## src/hdl/eth_base_r_pkg.sv

```systemverilog
// Shared definitions for the 10GBASE-R control and test shell
// XGMII widths and character codes, CSR register map,
// transceiver reset hold times and the structs passed between blocks
package eth_base_r_pkg;

    localparam int XGMII_LANES = 8;
    localparam int LEN_W       = 8;
    localparam int CNT_W       = 16;
    localparam int CSR_AW      = 16;
    localparam int CSR_DW      = 32;

    // XGMII characters
    localparam logic [7:0] CH_IDLE     = 8'h07;
    localparam logic [7:0] CH_START    = 8'hFB;
    localparam logic [7:0] CH_TERM     = 8'hFD;
    localparam logic [7:0] CH_ERROR    = 8'hFE;
    localparam logic [7:0] CH_PREAMBLE = 8'h55;
    localparam logic [7:0] CH_SFD      = 8'hD5;

    // Reset sequencer hold times in clock cycles
    localparam int TX_ANALOG_HOLD = 8;
    localparam int RX_ANALOG_HOLD = 8;
    localparam int DIGITAL_HOLD   = 8;
    localparam int LTD_HOLD       = 16;

    // Word addresses, low 3 bits only
    localparam logic [2:0] REG_STATUS    = 3'd0;
    localparam logic [2:0] REG_GEN_CTRL  = 3'd1;
    localparam logic [2:0] REG_GEN_LEN   = 3'd2;
    localparam logic [2:0] REG_GEN_SEED  = 3'd3;
    localparam logic [2:0] REG_MON_GOOD  = 3'd4;
    localparam logic [2:0] REG_MON_BAD   = 3'd5;
    localparam logic [2:0] REG_MON_CLEAR = 3'd6;

    typedef struct packed {
        logic       ctrl;
        logic [7:0] data;
    } xgmii_lane_t;

    // Lane 7 in the top bits, lane 0 first on the wire
    typedef struct packed {
        xgmii_lane_t [XGMII_LANES-1:0] lane;
    } xgmii_word_t;

    typedef struct packed {
        logic              read;
        logic              write;
        logic [CSR_AW-1:0] address;
        logic [CSR_DW-1:0] writedata;
    } csr_req_t;

    typedef struct packed {
        logic [LEN_W-1:0] len;
        logic [7:0]       seed;
    } gen_cfg_t;

    typedef struct packed {
        logic [CNT_W-1:0] good;
        logic [CNT_W-1:0] bad;
    } mon_stats_t;

    typedef struct packed {
        logic tx_ready;
        logic rx_ready;
    } xcvr_status_t;

endpackage

```

## src/hdl/xcvr_reset_seq.sv

```systemverilog
// Transceiver reset sequencer
// TX side follows PLL lock and tx calibration, RX side follows
// the tx analog release, rx calibration and locked-to-data
module xcvr_reset_seq (
    input  logic                        tx_clk_156_i,
    input  logic                        rst_n_i,
    input  logic                        atx_pll_locked_i,
    input  logic                        tx_cal_busy_i,
    input  logic                        rx_cal_busy_i,
    input  logic                        rx_is_lockedtodata_i,
    output logic                        tx_analogreset_o,
    output logic                        tx_digitalreset_o,
    output logic                        rx_analogreset_o,
    output logic                        rx_digitalreset_o,
    output eth_base_r_pkg::xcvr_status_t status_o
);

    typedef enum logic [1:0] {TX_ANALOG, TX_CAL, TX_DIGITAL, TX_DONE} tx_state_t;
    typedef enum logic [1:0] {RX_ANALOG, RX_LTD, RX_DONE} rx_state_t;

    tx_state_t tx_state_q;
    rx_state_t rx_state_q;
    logic [$clog2(eth_base_r_pkg::LTD_HOLD+1)-1:0] tx_cnt_q;
    logic [$clog2(eth_base_r_pkg::LTD_HOLD+1)-1:0] rx_cnt_q;

    always_ff @(posedge tx_clk_156_i or negedge rst_n_i) begin
        if (!rst_n_i) begin
            tx_state_q <= TX_ANALOG;
            tx_cnt_q   <= '0;
        end else if (!atx_pll_locked_i) begin
            // Lost lock restarts the whole tx sequence
            tx_state_q <= TX_ANALOG;
            tx_cnt_q   <= '0;
        end else begin
            case (tx_state_q)
                TX_ANALOG: begin
                    tx_cnt_q <= tx_cnt_q + 1'b1;
                    if (tx_cnt_q == eth_base_r_pkg::TX_ANALOG_HOLD - 1) begin
                        tx_state_q <= TX_CAL;
                        tx_cnt_q   <= '0;
                    end
                end
                TX_CAL: begin
                    if (!tx_cal_busy_i) begin
                        tx_state_q <= TX_DIGITAL;
                    end
                end
                TX_DIGITAL: begin
                    tx_cnt_q <= tx_cnt_q + 1'b1;
                    if (tx_cnt_q == eth_base_r_pkg::DIGITAL_HOLD - 1) begin
                        tx_state_q <= TX_DONE;
                    end
                end
                default: tx_state_q <= TX_DONE;
            endcase
        end
    end

    always_ff @(posedge tx_clk_156_i or negedge rst_n_i) begin
        if (!rst_n_i) begin
            rx_state_q <= RX_ANALOG;
            rx_cnt_q   <= '0;
        end else if (tx_state_q == TX_ANALOG) begin
            rx_state_q <= RX_ANALOG;
            rx_cnt_q   <= '0;
        end else begin
            case (rx_state_q)
                RX_ANALOG: begin
                    if (rx_cnt_q != eth_base_r_pkg::RX_ANALOG_HOLD - 1) begin
                        rx_cnt_q <= rx_cnt_q + 1'b1;
                    end else if (!rx_cal_busy_i) begin
                        rx_state_q <= RX_LTD;
                        rx_cnt_q   <= '0;
                    end
                end
                RX_LTD: begin
                    // Locked-to-data must hold without a break
                    if (!rx_is_lockedtodata_i) begin
                        rx_cnt_q <= '0;
                    end else if (rx_cnt_q == eth_base_r_pkg::LTD_HOLD - 1) begin
                        rx_state_q <= RX_DONE;
                    end else begin
                        rx_cnt_q <= rx_cnt_q + 1'b1;
                    end
                end
                default: begin
                    if (!rx_is_lockedtodata_i) begin
                        rx_state_q <= RX_LTD;
                        rx_cnt_q   <= '0;
                    end
                end
            endcase
        end
    end

    assign tx_analogreset_o  = tx_state_q == TX_ANALOG;
    assign tx_digitalreset_o = tx_state_q != TX_DONE;
    assign rx_analogreset_o  = rx_state_q == RX_ANALOG;
    assign rx_digitalreset_o = rx_state_q != RX_DONE;
    assign status_o.tx_ready = tx_state_q == TX_DONE;
    assign status_o.rx_ready = rx_state_q == RX_DONE;

    // A ready flag follows the lock it depends on by one cycle at most
    a_ready_needs_lock: assert property (@(posedge tx_clk_156_i) disable iff (!rst_n_i)
        (!status_o.tx_ready || $past(atx_pll_locked_i))
        && (!status_o.rx_ready || $past(rx_is_lockedtodata_i)));

endmodule

```

## src/hdl/eth_csr_regs.sv

```systemverilog
// CSR block
// Word address decode, generator length and seed registers,
// start and clear strobes, registered read-data mux
module eth_csr_regs (
    input  logic                                tx_clk_156_i,
    input  logic                                rst_n_i,
    input  eth_base_r_pkg::csr_req_t            csr_req_i,
    input  logic                                gen_busy_i,
    input  eth_base_r_pkg::mon_stats_t          stats_i,
    input  eth_base_r_pkg::xcvr_status_t        status_i,
    output logic [eth_base_r_pkg::CSR_DW-1:0]   csr_readdata_o,
    output eth_base_r_pkg::gen_cfg_t            cfg_o,
    output logic                                gen_start_o,
    output logic                                mon_clear_o
);

    logic [2:0]                        addr;
    logic [eth_base_r_pkg::CSR_DW-1:0] rd_data;

    assign addr = csr_req_i.address[2:0];

    always_ff @(posedge tx_clk_156_i or negedge rst_n_i) begin
        if (!rst_n_i) begin
            cfg_o       <= '0;
            gen_start_o <= 1'b0;
            mon_clear_o <= 1'b0;
        end else begin
            gen_start_o <= csr_req_i.write && addr == eth_base_r_pkg::REG_GEN_CTRL
                           && csr_req_i.writedata[0];
            mon_clear_o <= csr_req_i.write && addr == eth_base_r_pkg::REG_MON_CLEAR;
            if (csr_req_i.write && addr == eth_base_r_pkg::REG_GEN_LEN) begin
                cfg_o.len <= csr_req_i.writedata[eth_base_r_pkg::LEN_W-1:0];
            end
            if (csr_req_i.write && addr == eth_base_r_pkg::REG_GEN_SEED) begin
                cfg_o.seed <= csr_req_i.writedata[7:0];
            end
        end
    end

    always_comb begin
        rd_data = '0;
        case (addr)
            eth_base_r_pkg::REG_STATUS: begin
                rd_data[0] = status_i.tx_ready;
                rd_data[1] = status_i.rx_ready;
            end
            eth_base_r_pkg::REG_GEN_CTRL: rd_data[1] = gen_busy_i;
            eth_base_r_pkg::REG_GEN_LEN:  rd_data[eth_base_r_pkg::LEN_W-1:0] = cfg_o.len;
            eth_base_r_pkg::REG_GEN_SEED: rd_data[7:0] = cfg_o.seed;
            eth_base_r_pkg::REG_MON_GOOD: rd_data[eth_base_r_pkg::CNT_W-1:0] = stats_i.good;
            eth_base_r_pkg::REG_MON_BAD:  rd_data[eth_base_r_pkg::CNT_W-1:0] = stats_i.bad;
            default: rd_data = '0;
        endcase
    end

    // Read data holds until the next read
    always_ff @(posedge tx_clk_156_i) begin
        if (csr_req_i.read) begin
            csr_readdata_o <= rd_data;
        end
    end

    a_no_read_write: assert property (@(posedge tx_clk_156_i) disable iff (!rst_n_i)
        !(csr_req_i.read && csr_req_i.write));

endmodule

```

## src/hdl/xgmii_frame_gen.sv

```systemverilog
// XGMII frame generator
// Start word, counting byte payload, terminate word, idles between frames
module xgmii_frame_gen (
    input  logic                        tx_clk_156_i,
    input  logic                        rst_n_i,
    input  eth_base_r_pkg::gen_cfg_t    cfg_i,
    input  logic                        start_i,
    input  logic                        tx_ready_i,
    output logic                        busy_o,
    output eth_base_r_pkg::xgmii_word_t xgmii_tx_o
);

    typedef enum logic [1:0] {ST_IDLE, ST_START, ST_PAYLOAD, ST_TERM} state_t;

    state_t                           state_q;
    logic [eth_base_r_pkg::LEN_W-1:0] words_left_q;
    logic [7:0]                       byte_q;

    always_ff @(posedge tx_clk_156_i or negedge rst_n_i) begin
        if (!rst_n_i) begin
            state_q      <= ST_IDLE;
            words_left_q <= '0;
            byte_q       <= '0;
        end else begin
            case (state_q)
                ST_IDLE: begin
                    // Starts arriving in any other state are dropped
                    if (start_i && tx_ready_i) begin
                        state_q      <= ST_START;
                        words_left_q <= cfg_i.len;
                        byte_q       <= cfg_i.seed;
                    end
                end
                ST_START: state_q <= ST_PAYLOAD;
                ST_PAYLOAD: begin
                    byte_q <= byte_q + 8'(eth_base_r_pkg::XGMII_LANES);
                    // A length of 0 ends after one word, same as 1
                    if (words_left_q < 2) begin
                        state_q <= ST_TERM;
                    end else begin
                        words_left_q <= words_left_q - 1'b1;
                    end
                end
                default: state_q <= ST_IDLE;
            endcase
        end
    end

    assign busy_o = state_q != ST_IDLE;

    always_comb begin
        for (int i = 0; i < eth_base_r_pkg::XGMII_LANES; i++) begin
            xgmii_tx_o.lane[i].ctrl = 1'b1;
            xgmii_tx_o.lane[i].data = eth_base_r_pkg::CH_IDLE;
        end
        case (state_q)
            ST_START: begin
                for (int i = 1; i < eth_base_r_pkg::XGMII_LANES; i++) begin
                    xgmii_tx_o.lane[i].ctrl = 1'b0;
                    xgmii_tx_o.lane[i].data = eth_base_r_pkg::CH_PREAMBLE;
                end
                xgmii_tx_o.lane[0].data = eth_base_r_pkg::CH_START;
                xgmii_tx_o.lane[eth_base_r_pkg::XGMII_LANES-1].data = eth_base_r_pkg::CH_SFD;
            end
            ST_PAYLOAD: begin
                for (int i = 0; i < eth_base_r_pkg::XGMII_LANES; i++) begin
                    xgmii_tx_o.lane[i].ctrl = 1'b0;
                    xgmii_tx_o.lane[i].data = byte_q + 8'(i);
                end
            end
            ST_TERM: xgmii_tx_o.lane[0].data = eth_base_r_pkg::CH_TERM;
            default: ;
        endcase
    end

    a_start_needs_ready: assert property (@(posedge tx_clk_156_i) disable iff (!rst_n_i)
        (xgmii_tx_o.lane[0].ctrl && xgmii_tx_o.lane[0].data == eth_base_r_pkg::CH_START)
        |-> tx_ready_i);

endmodule

```

## src/hdl/xgmii_frame_mon.sv

```systemverilog
// XGMII frame monitor
// Checks received frames against the counting byte pattern
// and keeps saturating good and bad frame counters
module xgmii_frame_mon (
    input  logic                        tx_clk_156_i,
    input  logic                        rst_n_i,
    input  eth_base_r_pkg::xgmii_word_t xgmii_rx_i,
    input  logic                        xgmii_rx_valid_i,
    input  logic                        clear_i,
    input  logic [7:0]                  seed_i,
    output eth_base_r_pkg::mon_stats_t  stats_o
);

    logic       in_frame_q;
    logic       err_q;
    logic [7:0] exp_q;
    logic       is_start;
    logic       is_term;
    logic       has_err;
    logic       pat_err;
    logic       frame_done;

    always_comb begin
        is_start = xgmii_rx_i.lane[0].ctrl && xgmii_rx_i.lane[0].data == eth_base_r_pkg::CH_START;
        is_term  = xgmii_rx_i.lane[0].ctrl && xgmii_rx_i.lane[0].data == eth_base_r_pkg::CH_TERM;
        has_err  = 1'b0;
        pat_err  = 1'b0;
        for (int i = 0; i < eth_base_r_pkg::XGMII_LANES; i++) begin
            if (xgmii_rx_i.lane[i].ctrl && xgmii_rx_i.lane[i].data == eth_base_r_pkg::CH_ERROR) begin
                has_err = 1'b1;
            end
            if (xgmii_rx_i.lane[i].ctrl || xgmii_rx_i.lane[i].data != exp_q + 8'(i)) begin
                pat_err = 1'b1;
            end
        end
    end

    assign frame_done = xgmii_rx_valid_i && in_frame_q && is_term;

    always_ff @(posedge tx_clk_156_i or negedge rst_n_i) begin
        if (!rst_n_i) begin
            in_frame_q <= 1'b0;
            err_q      <= 1'b0;
            exp_q      <= '0;
        end else if (xgmii_rx_valid_i) begin
            if (is_start) begin
                // A start inside a frame spoils the frame
                in_frame_q <= 1'b1;
                err_q      <= in_frame_q;
                exp_q      <= seed_i;
            end else if (frame_done) begin
                in_frame_q <= 1'b0;
            end else if (in_frame_q) begin
                err_q <= err_q | pat_err | has_err;
                exp_q <= exp_q + 8'(eth_base_r_pkg::XGMII_LANES);
            end
        end
    end

    always_ff @(posedge tx_clk_156_i or negedge rst_n_i) begin
        if (!rst_n_i) begin
            stats_o <= '0;
        end else if (clear_i) begin
            stats_o <= '0;
        end else if (frame_done) begin
            if (err_q || has_err) begin
                if (stats_o.bad != '1) begin
                    stats_o.bad <= stats_o.bad + 1'b1;
                end
            end else if (stats_o.good != '1) begin
                stats_o.good <= stats_o.good + 1'b1;
            end
        end
    end

    a_one_count: assert property (@(posedge tx_clk_156_i) disable iff (!rst_n_i)
        !(stats_o.good == $past(stats_o.good) + 1'b1 && stats_o.bad == $past(stats_o.bad) + 1'b1));

endmodule

```

## src/hdl/eth_base_r_top.sv

```systemverilog
// Top level of the 10GBASE-R control and test shell
// Reset sequencer, CSR block, frame generator and frame monitor
module eth_base_r_top (
    input  logic                                tx_clk_156_i,
    input  logic                                rst_n_i,
    input  logic                                atx_pll_locked_i,
    input  logic                                tx_cal_busy_i,
    input  logic                                rx_cal_busy_i,
    input  logic                                rx_is_lockedtodata_i,
    input  logic                                xgmii_rx_valid_i,
    input  eth_base_r_pkg::xgmii_word_t         xgmii_rx_i,
    input  eth_base_r_pkg::csr_req_t            csr_req_i,
    output logic                                tx_analogreset_o,
    output logic                                tx_digitalreset_o,
    output logic                                rx_analogreset_o,
    output logic                                rx_digitalreset_o,
    output logic                                tx_ready_export_o,
    output logic                                rx_ready_export_o,
    output eth_base_r_pkg::xgmii_word_t         xgmii_tx_o,
    output logic [eth_base_r_pkg::CSR_DW-1:0]   csr_readdata_o
);

    eth_base_r_pkg::xcvr_status_t status;
    eth_base_r_pkg::gen_cfg_t     gen_cfg;
    eth_base_r_pkg::mon_stats_t   mon_stats;
    logic                         gen_start;
    logic                         gen_busy;
    logic                         mon_clear;

    assign tx_ready_export_o = status.tx_ready;
    assign rx_ready_export_o = status.rx_ready;

    xcvr_reset_seq u_reset_seq (
        .tx_clk_156_i         (tx_clk_156_i),
        .rst_n_i              (rst_n_i),
        .atx_pll_locked_i     (atx_pll_locked_i),
        .tx_cal_busy_i        (tx_cal_busy_i),
        .rx_cal_busy_i        (rx_cal_busy_i),
        .rx_is_lockedtodata_i (rx_is_lockedtodata_i),
        .tx_analogreset_o     (tx_analogreset_o),
        .tx_digitalreset_o    (tx_digitalreset_o),
        .rx_analogreset_o     (rx_analogreset_o),
        .rx_digitalreset_o    (rx_digitalreset_o),
        .status_o             (status)
    );

    eth_csr_regs u_csr_regs (
        .tx_clk_156_i   (tx_clk_156_i),
        .rst_n_i        (rst_n_i),
        .csr_req_i      (csr_req_i),
        .gen_busy_i     (gen_busy),
        .stats_i        (mon_stats),
        .status_i       (status),
        .csr_readdata_o (csr_readdata_o),
        .cfg_o          (gen_cfg),
        .gen_start_o    (gen_start),
        .mon_clear_o    (mon_clear)
    );

    xgmii_frame_gen u_frame_gen (
        .tx_clk_156_i (tx_clk_156_i),
        .rst_n_i      (rst_n_i),
        .cfg_i        (gen_cfg),
        .start_i      (gen_start),
        .tx_ready_i   (status.tx_ready),
        .busy_o       (gen_busy),
        .xgmii_tx_o   (xgmii_tx_o)
    );

    xgmii_frame_mon u_frame_mon (
        .tx_clk_156_i     (tx_clk_156_i),
        .rst_n_i          (rst_n_i),
        .xgmii_rx_i       (xgmii_rx_i),
        .xgmii_rx_valid_i (xgmii_rx_valid_i),
        .clear_i          (mon_clear),
        .seed_i           (gen_cfg.seed),
        .stats_o          (mon_stats)
    );

endmodule

```

## config.mk

```make
export PLATFORM = sky130hd
export DESIGN_NAME = eth_base_r_top
export DESIGN_NICKNAME = d
export VERILOG_FILES = /design/src/hdl/eth_base_r_pkg.sv /design/src/hdl/xcvr_reset_seq.sv /design/src/hdl/eth_csr_regs.sv /design/src/hdl/xgmii_frame_gen.sv /design/src/hdl/xgmii_frame_mon.sv /design/src/hdl/eth_base_r_top.sv
export SDC_FILE = /design/constraint.sdc
export NUM_CORES = 1
export LEC_CHECK = 0
export BUFFER_PORTS_ARGS = -buffer_cell sky130_fd_sc_hd__buf_2
export CAP_MARGIN = 20
export CORE_AREA = 5 5 132 134
export CTS_BUF_LIST = sky130_fd_sc_hd__clkbuf_2
export DETAILED_ROUTE_END_ITERATION = 10
export DIE_AREA = 0 0 137 139
export GPL_TIMING_DRIVEN = 1
export PLACE_DENSITY = 0.87
export REMOVE_ABC_BUFFERS = 1
export SLEW_MARGIN = 20
export SYNTH_ARGS = -nofsm -noshare
export SYNTH_HDL_FRONTEND = slang
export SYNTH_SLANG_ARGS = --single-unit
```

## constraint.sdc

```tcl
create_clock -name tx_clk_156_i -period 3.7 [get_ports tx_clk_156_i]
set_input_delay 0.37 -clock tx_clk_156_i [delete_from_list [all_inputs] [get_ports tx_clk_156_i]]
set_output_delay 0.37 -clock tx_clk_156_i [all_outputs]
set_load 0.005 [all_outputs]
```

==> impl_metrics.csv, run 1 <==
group,metric,value,unit
die,die_h,139,um
drt,detail-route-antenna-nets,0,
logic_synthesis,synth_seq_area_share,0.3230,
critical_path,path_cells,"ha_1 > nand3_1 > or3_1 > a21oi_1 > buf_2",
logic_synthesis,synth_ff_type,"dfrtp_1",
timing,grt_setup_unrepaired,"false",
final_layout,synthToLayoutAreaGrowth,13.29,%
logic_synthesis,ys_ff_latch,108,
drt,vias_per_cell,5.739,
critical_path,critPathLaunch,"u_frame_gen.byte_q[4]$_DFFE_PN0P_",
timing,relSlewSlack,0.3046,
timing,setup_viol,0,
placed_design,port_buffers,185,
placed_design,placed_cell_area,9502,um^2
critical_path,arrival,2940,ps
power,p_total,5.207,mW
timing,fin_crit_sh,0.8949,
critical_path,cp_slowest_cell,"dfrtp_1",
clock_network,clkSinkCount,108,
die,dieWidth,137,um
clock_network,clk_path_buf_depth,2,
critical_path,path_buf_inv,1,
clock_network,clk_root_buffer_cell,"clkbuf_2",
final_layout,layout_common_cells,"184 x buf_2, 109 x nor2_1, 107 x nand2_1",
die,rows,47,
logic_synthesis,netlist_area,8615,um^2
run,cap_violations,0,
final_layout,multiInputGateArea,5331,um^2
timing,drv_slew,0,
drt,drt-initial-drc-count,628,
clock_network,cts.clk_slew.worst_paths,300,ps
critical_path,critPathKind,"reg2out",
power,p_leak,4.274,nW
placed_design,place_congestion,0.9450,
grt,overflow,0,
critical_path,r2r-start,"u_frame_mon.exp_q[3]$_DFFE_PN0P_",
placed_design,hpwl,17900,um
final_layout,seq_area,2783,um^2
clock_network,htree_levels,3,
critical_path,endpoint_kind,"output pin",
logic_synthesis,syn_area_per_cell,8.236,um^2
final_layout,fill_cells,1440,
timing,tightest_slew,1040,ps
critical_path,worstPathMaxFanout,15,
clock_network,insertion_delay,610,ps
clock_network,cts_tree,"done",
clock_network,cts_buffers,9,
grt,grt_pass1_wl,37970,um
clock_network,post-cts-setup-buffers,0,
die,pin_count,239,
timing,fmax,0.3020,GHz
worst_hold_path,hold_start,"rx_cal_busy_i",
timing,fin_crit,3311,ps
timing,clock_skew,42.19,ps
critical_path,critical_path.top_delay_family,"flip-flops",
power,p_per_area,533.5,nW/um^2
drt,vias,8166,
drt,drt-total-wl,23400,um
drt,dr.pass1.iters,6,
critical_path,required,3330,ps
drt,wl_per_cell,16.45,um
logic_synthesis,synth-edff-count,16,
timing,fin_setup_tns,0,ps
final_layout,fin_area,9759,um^2
placed_design,place_ws,778.9,ps
worst_hold_path,holdCritPathClass,"in2reg",
final_layout,stdcell_count,1423,
timing,timing.hold.ws,102.5,ps
logic_synthesis,synthCells,1046,
logic_synthesis,async_flop_share,0.8519,
logic_synthesis,synth_warnings,0,
final_layout,antenna_cells,0,
drt,drc_errors,0,
placed_design,placed_cells,1393,
die,die_area,19040,um^2
power,vdd_ir_drop_max,0.2985,mV
critical_path,max_stage_delay,820,ps
die,start_util,0.5327,
final_layout,drive_above_1_share,0.2178,
logic_synthesis,yosys.cell_types.count,74,
die,coreArea,16170,um^2
grt,grt_max_degree,54,
critical_path,startpoint_type,"flip-flop",
final_layout,fin_nets,1361,
grt,grt_antenna_before_repair,0,
grt,gr-usage-all-layers,0.2409,
run_status,status,"finished, final reports clean",
grt,grt_pass1_vias,7670,
timing,final-hold-violation-count,0,
final_layout,final_common_cell,"buf_2",
final_layout,final_util,0.6035,
timing,setup_slack,388.9,ps
-- area by class of cell --
| cell class | count | share of cell area |
|---|---|---|
| Clock inverter | 7 | 0.007436 |
| Sequential cell | 108 | 0.2851 |
| Inverter | 33 | 0.01269 |
| Timing Repair Buffer | 207 | 0.1156 |
| Multi-Input combinational cell | 839 | 0.5463 |
| Clock buffer | 9 | 0.004615 |
| Tap cell | 220 | 0.02821 |
-- routing by layer --
layer  vias up  track usage  part of all wire
met5         -            0                 0
met4         0      0.06775             0.020
met2       270       0.4080              0.49
met3        35      0.03991             0.061
met1      3894       0.3167              0.43
li1       3967            -                 -
-- state kept, by name, indices dropped and copies added (netlist names) --
register,cells
u_frame_gen.words_left_q,8
u_reset_seq.tx_state_q,2
u_csr_regs.cfg_o,16
u_frame_gen.state_q,2
u_csr_regs.gen_start_o,1
u_frame_mon.err_q,1
u_reset_seq.tx_cnt_q,5
u_frame_mon.exp_q,8
u_frame_mon.stats_o,32
u_csr_regs.csr_readdata_o,16
u_frame_mon.in_frame_q,1
u_reset_seq.rx_state_q,2
u_csr_regs.mon_clear_o,1
u_frame_gen.byte_q,8
u_reset_seq.rx_cnt_q,5
-- cell usage after synthesis, drive strengths merged (3+ instances only) --
cell / instances / area (um^2)
nand3: 50 / 280.3
a21oi: 83 / 422.9
a211oi: 7 / 52.55
a31o: 6 / 52.55
and3: 8 / 55.05
nand4b: 3 / 26.28
inv: 32 / 120.1
o22ai: 10 / 62.56
mux2i: 21 / 210.2
nor2b: 23 / 143.9
and2: 6 / 37.54
o31ai: 6 / 45.04
o211ai: 3 / 22.52
buf: 47 / 305.3
or3: 14 / 87.58
nand3b: 3 / 22.52
o21ai: 65 / 329.1
xnor2: 55 / 481.7
nor4: 21 / 137.6
a221oi: 3 / 26.28
nand2b: 9 / 56.30
nor2: 109 / 409.1
nor3: 18 / 117.6
nor3b: 4 / 30.03
a22oi: 10 / 75.07
dfrtp: 92 / 2302
o21a: 3 / 22.52
mux2: 27 / 307.8
ha: 34 / 425.4
or2: 5 / 31.28
nand4: 23 / 143.9
clkbuf: 34 / 127.6
xor2: 42 / 367.9
and4: 3 / 26.28
a31oi: 6 / 37.54
nor4b: 4 / 41.29
nand2: 108 / 412.9
edfxtp: 16 / 480.5
or4: 6 / 45.04
or3b: 3 / 26.28
-- cells by family (layout without fill, tap and decap cells) --
logic type	Yosys count	in the layout	synth area share
AND/OR/NAND/NOR	426	426	0.2543
AO/OA/AOI/OAI	218	218	0.1495
buffers and inverters	114	256	0.06463
flip-flops	108	108	0.3230
XOR/XNOR	97	97	0.09862
multiplexers	48	48	0.06013
adder cells (fa/ha/maj)	34	34	0.04938
other	1	16	0.0004353
-- worst reg2reg max path: stages (launching register included) --
cell     delay, ps
dfrtp_1        780
ha_1           550
nand3_1        230
nor2_1         170
xnor2_1        130
nand4_1        130
or4_1          540
nor4_1         300
a21oi_1        110
-- repair_timing --
item | 4_1_cts | 5_1_grt
setup endpoints to repair | 0 | 0
gates resized for setup | 0 | 0
hold buffers | 13 | 1
endpoints found under the hold margin | 74 | 2
-- power breakdown --
group / internal [mW] / total (mW) / switching (mW)
registers: 1.39 / 1.81 / 0.416
clock network: 0.161 / 0.561 / 0.400
logic: 1.23 / 2.84 / 1.60
-- final timing paths --
path | to | slack [ps] | cells past startpoint
setup / recovery | xgmii_tx_o[34] | 390 | 5
hold / removal | u_reset_seq.rx_state_q[0]$_DFFE_PN0P_ | 100 | 4
setup reg to reg | u_frame_mon.err_q$_DFFE_PN0P_ | 670 | 8
hold reg to reg | u_reset_seq.rx_cnt_q[0]$_DFFE_PN0P_ | 550 | 1
max in group asynchronous | u_frame_mon.exp_q[0]$_DFFE_PN0P_ | 2620 | 3
min in group asynchronous | u_reset_seq.rx_state_q[0]$_DFFE_PN0P_ | 260 | 2
(Power assumes the default switching activity.)
==> inputs of run 2 (changes only) <==
- CORE_AREA: 5 5 132 134 -> 2 2 129 131
- DIE_AREA: 0 0 137 139 -> 0 0 131 133
- SLEW_MARGIN: 20 -> default
==> impl_metrics.csv, run 2 (synthesis results as in run 1) <==
group,metric,value,unit
run_status,status,"finished, final reports clean",
critical_path,path_buf_inv,1,
critical_path,required,3330,ps
placed_design,place_congestion,0.9950,
clock_network,insertion_delay,610,ps
drt,drc_errors,0,
critical_path,critical_path.top_delay_family,"flip-flops",
timing,tightest_slew,964.0,ps
grt,overflow,0,
timing,timing.hold.ws,59.86,ps
worst_hold_path,min_to,"u_csr_regs.mon_clear_o$_DFF_PN0_",
final_layout,fin_nets,1360,
grt,grt_pass1_wl,36690,um
run,cap_violations,0,
final_layout,stdcell_count,1423,
grt,grt_antenna_before_repair,1,
die,dieWidth,131,um
placed_design,placed_cells,1393,
clock_network,clk_root_buffer_cell,"clkbuf_2",
drt,drt-initial-drc-count,747,
clock_network,cts_buffers,9,
timing,relSlewSlack,0.3556,
worst_hold_path,hold_start,"csr_req_i[48]",
grt,gr-usage-all-layers,0.2603,
drt,vias_per_cell,5.756,
clock_network,cts_tree,"done",
critical_path,rrSetupSlack,650,ps
die,die_area,17420,um^2
drt,drt-total-wl,22840,um
clock_network,clk_path_buf_depth,2,
final_layout,largest_reg_flops,32,
timing,fin_setup_tns,0,ps
clock_network,post-cts-setup-buffers,0,
final_layout,layout_common_cells,"184 x buf_2, 109 x nor2_1, 107 x nand2_1",
worst_hold_path,holdCritPathClass,"in2reg",
final_layout,largest_registers,"u_frame_mon.stats_o x32, u_csr_regs.cfg_o x16, u_csr_regs.csr_readdata_o x16",
power,internal_power,2.788,mW
timing,fin_crit_sh,0.8821,
critical_path,startpoint_type,"flip-flop",
critical_path,critPathKind,"reg2out",
drt,dr.pass1.iters,5,
timing,fin_crit,3264,ps
timing,final-hold-violation-count,0,
placed_design,hpwl,17140,um
die,start_util,0.5327,
final_layout,fill_cells,1413,
power,power.net_switching,2.387,mW
grt,grt_pass1_vias,7372,
final_layout,regMostFlops,"u_frame_mon.stats_o",
clock_network,clkSinkCount,108,
power,p_per_area,530.6,nW/um^2
drt,vias,8191,
worst_hold_path,hold_depth,2,
timing,drv_slew,0,
critical_path,path_cells,"ha_1 > nand3_1 > or3_1 > a21oi_1 > buf_2",
critical_path,cp_slowest_cell,"dfrtp_1",
timing,fmax,0.3064,GHz
die,pin_count,239,
final_layout,drive_above_1_share,0.2196,
die,coreArea,16170,um^2
power,clkPwrFrac,0.108,
critical_path,reg2reg_to,"u_frame_mon.err_q$_DFFE_PN0P_",
timing,grt_setup_unrepaired,"false",
timing,clock_skew,29.64,ps
final_layout,synthToLayoutAreaGrowth,13.22,%
power,p_total,5.175,mW
die,die_h,133,um
power,power_frac_comb,0.547,
placed_design,port_buffers,185,
drt,detail-route-antenna-nets,0,
final_layout,final_common_cell,"buf_2",
drt,wl_per_cell,16.05,um
timing,setup_viol,0,
power,p_sw_frac,0.4613,
critical_path,r2r-start,"u_frame_mon.exp_q[3]$_DFFE_PN0P_",
critical_path,worstPathMaxFanout,15,
power,p_leak,4.266,nW
clock_network,cts.clk_slew.worst_paths,290,ps
die,rows,47,
critical_path,endpoint_kind,"output pin",
power,power.share.sequential,0.345,
clock_network,htree_levels,3,
critical_path,reg2reg_depth,8,
critical_path,max_stage_delay,810,ps
power,vdd_ir_drop_max,0.2838,mV
final_layout,final_util,0.6031,
critical_path,arrival,2890,ps
grt,grt_max_degree,72,
==> run 2: cell types whose count changed in the layout (fill, tap and decap cells not counted), sizes merged <==
cell,previous run,this run
clkinv,4,3
dlygate4sd3,14,13
clkinvlp,0,2
inv,35,34
diode,0,1
==> run 2: layout make-up <==
type                            instances  area (um^2)  share of cell area
Antenna cell                            1        2.502           0.0002566
Timing Repair Buffer                  206         1119              0.1147
Multi-Input combinational cell        839         5331              0.5466
Tap cell                              220        275.3             0.02822
Clock inverter                          7        73.82            0.007569
Sequential cell                       108         2783              0.2853
Inverter                               33        123.9             0.01270
Clock buffer                            9        45.04            0.004618
==> run 2: how the worst max path moves through the flow <==
stage | start | to | depth (start not counted)
floorplan | u_frame_gen.state_q[0]$_DFFE_PN0P_ | xgmii_tx_o[13] | 4
global placement | u_frame_mon.exp_q[3]$_DFFE_PN0P_ | u_frame_mon.err_q$_DFFE_PN0P_ | 8
detailed placement | u_frame_mon.exp_q[3]$_DFFE_PN0P_ | u_frame_mon.err_q$_DFFE_PN0P_ | 8
CTS | u_frame_gen.byte_q[4]$_DFFE_PN0P_ | xgmii_tx_o[34] | 5
global route | u_frame_gen.state_q[1]$_DFFE_PN0P_ | xgmii_tx_o[45] | 6
finish | u_frame_gen.byte_q[4]$_DFFE_PN0P_ | xgmii_tx_o[34] | 5
==> run 2: what timing repair did <==
action | CTS | global route
hold buffers | 13 | 0
hold endpoints to repair | 92 | 0
endpoints found under the setup margin | 0 | 0
gates resized for setup | 0 | 0
==> run 2: layer usage <==
| metal | vias to the layer above | global-route usage | part of all wire |
|---|---|---|---|
| li1 | 3973 | - | - |
| met1 | 3863 | 0.3633 | 0.44 |
| met2 | 314 | 0.4203 | 0.48 |
| met3 | 41 | 0.03114 | 0.060 |
| met4 | 0 | 0.08511 | 0.024 |
| met5 | - | 0 | 0 |
==> run 2: per-stage QoR <==
| stage | setup slack [ps] | cell area [um^2] |
|---|---|---|
| after floorplan | 1152 | 8238 |
| after global placement | 755.8 | 9502 |
| after detailed placement | 751.0 | 9502 |
| after CTS | 404.0 | 9751 |
| after global routing | 149.7 | 9753 |
| final | 436.1 | 9753 |
==> run 2: power by group through the flow <==
stage | clock network (mW) | registers, mW | logic, mW
2_1_floorplan | 0 | 1.73 | 1.73
3_3_place_gp | 0 | 1.79 | 2.74
3_5_place_dp | 0 | 1.80 | 2.80
4_1_cts | 0.579 | 1.78 | 2.82
5_1_grt | 0.626 | 1.83 | 3.17
6_report | 0.559 | 1.79 | 2.83
==> inputs of run 3 (changes only) <==
- BUFFER_PORTS_ARGS: -buffer_cell sky130_fd_sc_hd__buf_2 -> -buffer_cell sky130_fd_sc_hd__clkbuf_2
==> impl_metrics.csv, run 3 (synthesis results as in run 1) <==
group,metric,value,unit
drt,vias,8240,
clock_network,clk_path_buf_depth,2,
run,cap_violations,0,
timing,setup_viol,0,
clock_network,cts_tree,"done",
critical_path,worstPathMaxFanout,15,
final_layout,largest_registers,"u_frame_mon.stats_o x32, u_csr_regs.cfg_o x16, u_csr_regs.csr_readdata_o x16",
grt,overflow,0,
placed_design,placed_cell_area,9502,um^2
clock_network,clkSinkCount,108,
power,vdd_ir_drop_max,0.2614,mV
placed_design,hpwl,17410,um
critical_path,reg2reg_depth,8,
die,die_area,17420,um^2
die,pin_count,239,
drt,vias_per_cell,5.787,
die,dieWidth,131,um
critical_path,rrSetupSlack,630,ps
drt,drt-total-wl,22900,um
die,die_h,133,um
critical_path,required,3330,ps
timing,fin_setup_tns,0,ps
critical_path,r2r-start,"u_frame_mon.exp_q[3]$_DFFE_PN0P_",
critical_path,reg2reg_to,"u_frame_mon.err_q$_DFFE_PN0P_",
final_layout,drive_above_1_share,0.2195,
critical_path,startpoint_type,"flip-flop",
final_layout,fin_area,9754,um^2
final_layout,layout_common_cells,"194 x clkbuf_2, 109 x nor2_1, 107 x nand2_1",
critical_path,cp-endpoint,"xgmii_tx_o[34]",
timing,drv_slew,0,
clock_network,htree_levels,3,
die,coreArea,16170,um^2
grt,grt_max_degree,74,
drt,wl_per_cell,16.08,um
clock_network,post-cts-setup-buffers,0,
timing,final-hold-violation-count,0,
timing,grt_setup_unrepaired,"false",
timing,fmax,0.3001,GHz
placed_design,placed_cells,1393,
critical_path,critPathKind,"reg2out",
timing,relSlewSlack,0.3530,
timing,tightest_slew,970.5,ps
final_layout,final_common_cell,"clkbuf_2",
final_layout,stdcell_count,1424,
final_layout,largest_reg_flops,32,
worst_hold_path,holdCritPathClass,"in2reg",
clock_network,cts_buffers,9,
grt,grt_pass1_vias,7571,
run_status,status,"finished, final reports clean",
critical_path,critPathLaunch,"u_frame_gen.byte_q[4]$_DFFE_PN0P_",
clock_network,clk_root_buffer_cell,"clkbuf_2",
critical_path,endpoint_kind,"output pin",
grt,gr-usage-all-layers,0.2610,
critical_path,arrival,2960,ps
clock_network,cts.clk_slew.worst_paths,320,ps
final_layout,regMostFlops,"u_frame_mon.stats_o",
grt,grt_antenna_before_repair,1,
final_layout,fin_nets,1361,
worst_hold_path,hold_start,"rx_cal_busy_i",
die,start_util,0.5327,
power,p_per_area,530.2,nW/um^2
die,rows,47,
placed_design,place_congestion,0.9861,
drt,drc_errors,0,
power,p_leak,4.287,nW
final_layout,synthToLayoutAreaGrowth,13.23,%
drt,detail-route-antenna-nets,0,
timing,fin_crit,3333,ps
timing,fin_crit_sh,0.9007,
grt,grt_pass1_wl,36600,um
drt,drt-initial-drc-count,659,
final_layout,final_util,0.6032,
drt,dr.pass1.iters,6,
timing,clock_skew,49.10,ps
clock_network,insertion_delay,620,ps
placed_design,port_buffers,185,
run 3: power breakdown:
group	total (mW)	internal [mW]	leakage, nW	switching (mW)
logic	2.85	1.23	2.86	1.62
clock network	0.528	0.108	0.0699	0.420
registers	1.79	1.39	1.35	0.399
total	5.17	2.73	4.29	2.44
run 3: how the worst min path moves through the flow:
| stage | endpoint | slack [ps] | cells past startpoint |
|---|---|---|---|
| after floorplan | u_csr_regs.cfg_o[0]$_DFFE_PN0P_ | 70 | 0 |
| after global placement | u_reset_seq.rx_cnt_q[1]$_DFFE_PN0P_ | 500 | 2 |
| after detailed placement | u_frame_gen.words_left_q[7]$_DFFE_PN0P_ | 510 | 1 |
| after CTS | u_reset_seq.rx_state_q[0]$_DFFE_PN0P_ | 50 | 4 |
| after global routing | u_reset_seq.rx_state_q[0]$_DFFE_PN0P_ | 70 | 4 |
| final | u_reset_seq.rx_state_q[0]$_DFFE_PN0P_ | 100 | 4 |
run 3: area by class of cell:
class / count / area (um^2)
diodes: 1 / 2.502
clock buffers: 10 / 50.05
clock inverters: 6 / 60.06
fillers: 1472 / 6417
inverters: 33 / 123.9
multi-input cells: 839 / 5331
flip-flops and latches: 108 / 2783
well taps: 220 / 275.3
repair buffers: 207 / 1129
run 3: critical path, stage by stage, from the launching register on:
cell      delay [ps]
dfrtp_1          830
ha_1             480
nand3_1          280
or3_1            410
a21oi_1          180
clkbuf_2         150
run 3: routing by layer:
metal | vias up | GRT usage | wire length [um]
met2 | 308 | 0.4254 | 11120
met4 | 0 | 0.08156 | 488
met5 | - | 0 | 0
met3 | 37 | 0.03275 | 1251
li1 | 3967 | - | -
met1 | 3928 | 0.3613 | 10040
run 3: what timing repair did:
action,4_1_cts,5_1_grt
resized for setup,0,0
hold buffers,14,0
hold endpoints to repair,98,0
run 3: metrics by stage:
step	setup slack (ps)	hold slack, ps	power, mW
after floorplan	1152	74.41	3.457
after global placement	766.8	500.3	4.548
after detailed placement	764.0	512.2	4.634
after CTS	318.5	51.05	5.181
after global routing	113.1	71.79	5.620
final	367.2	96.92	5.171
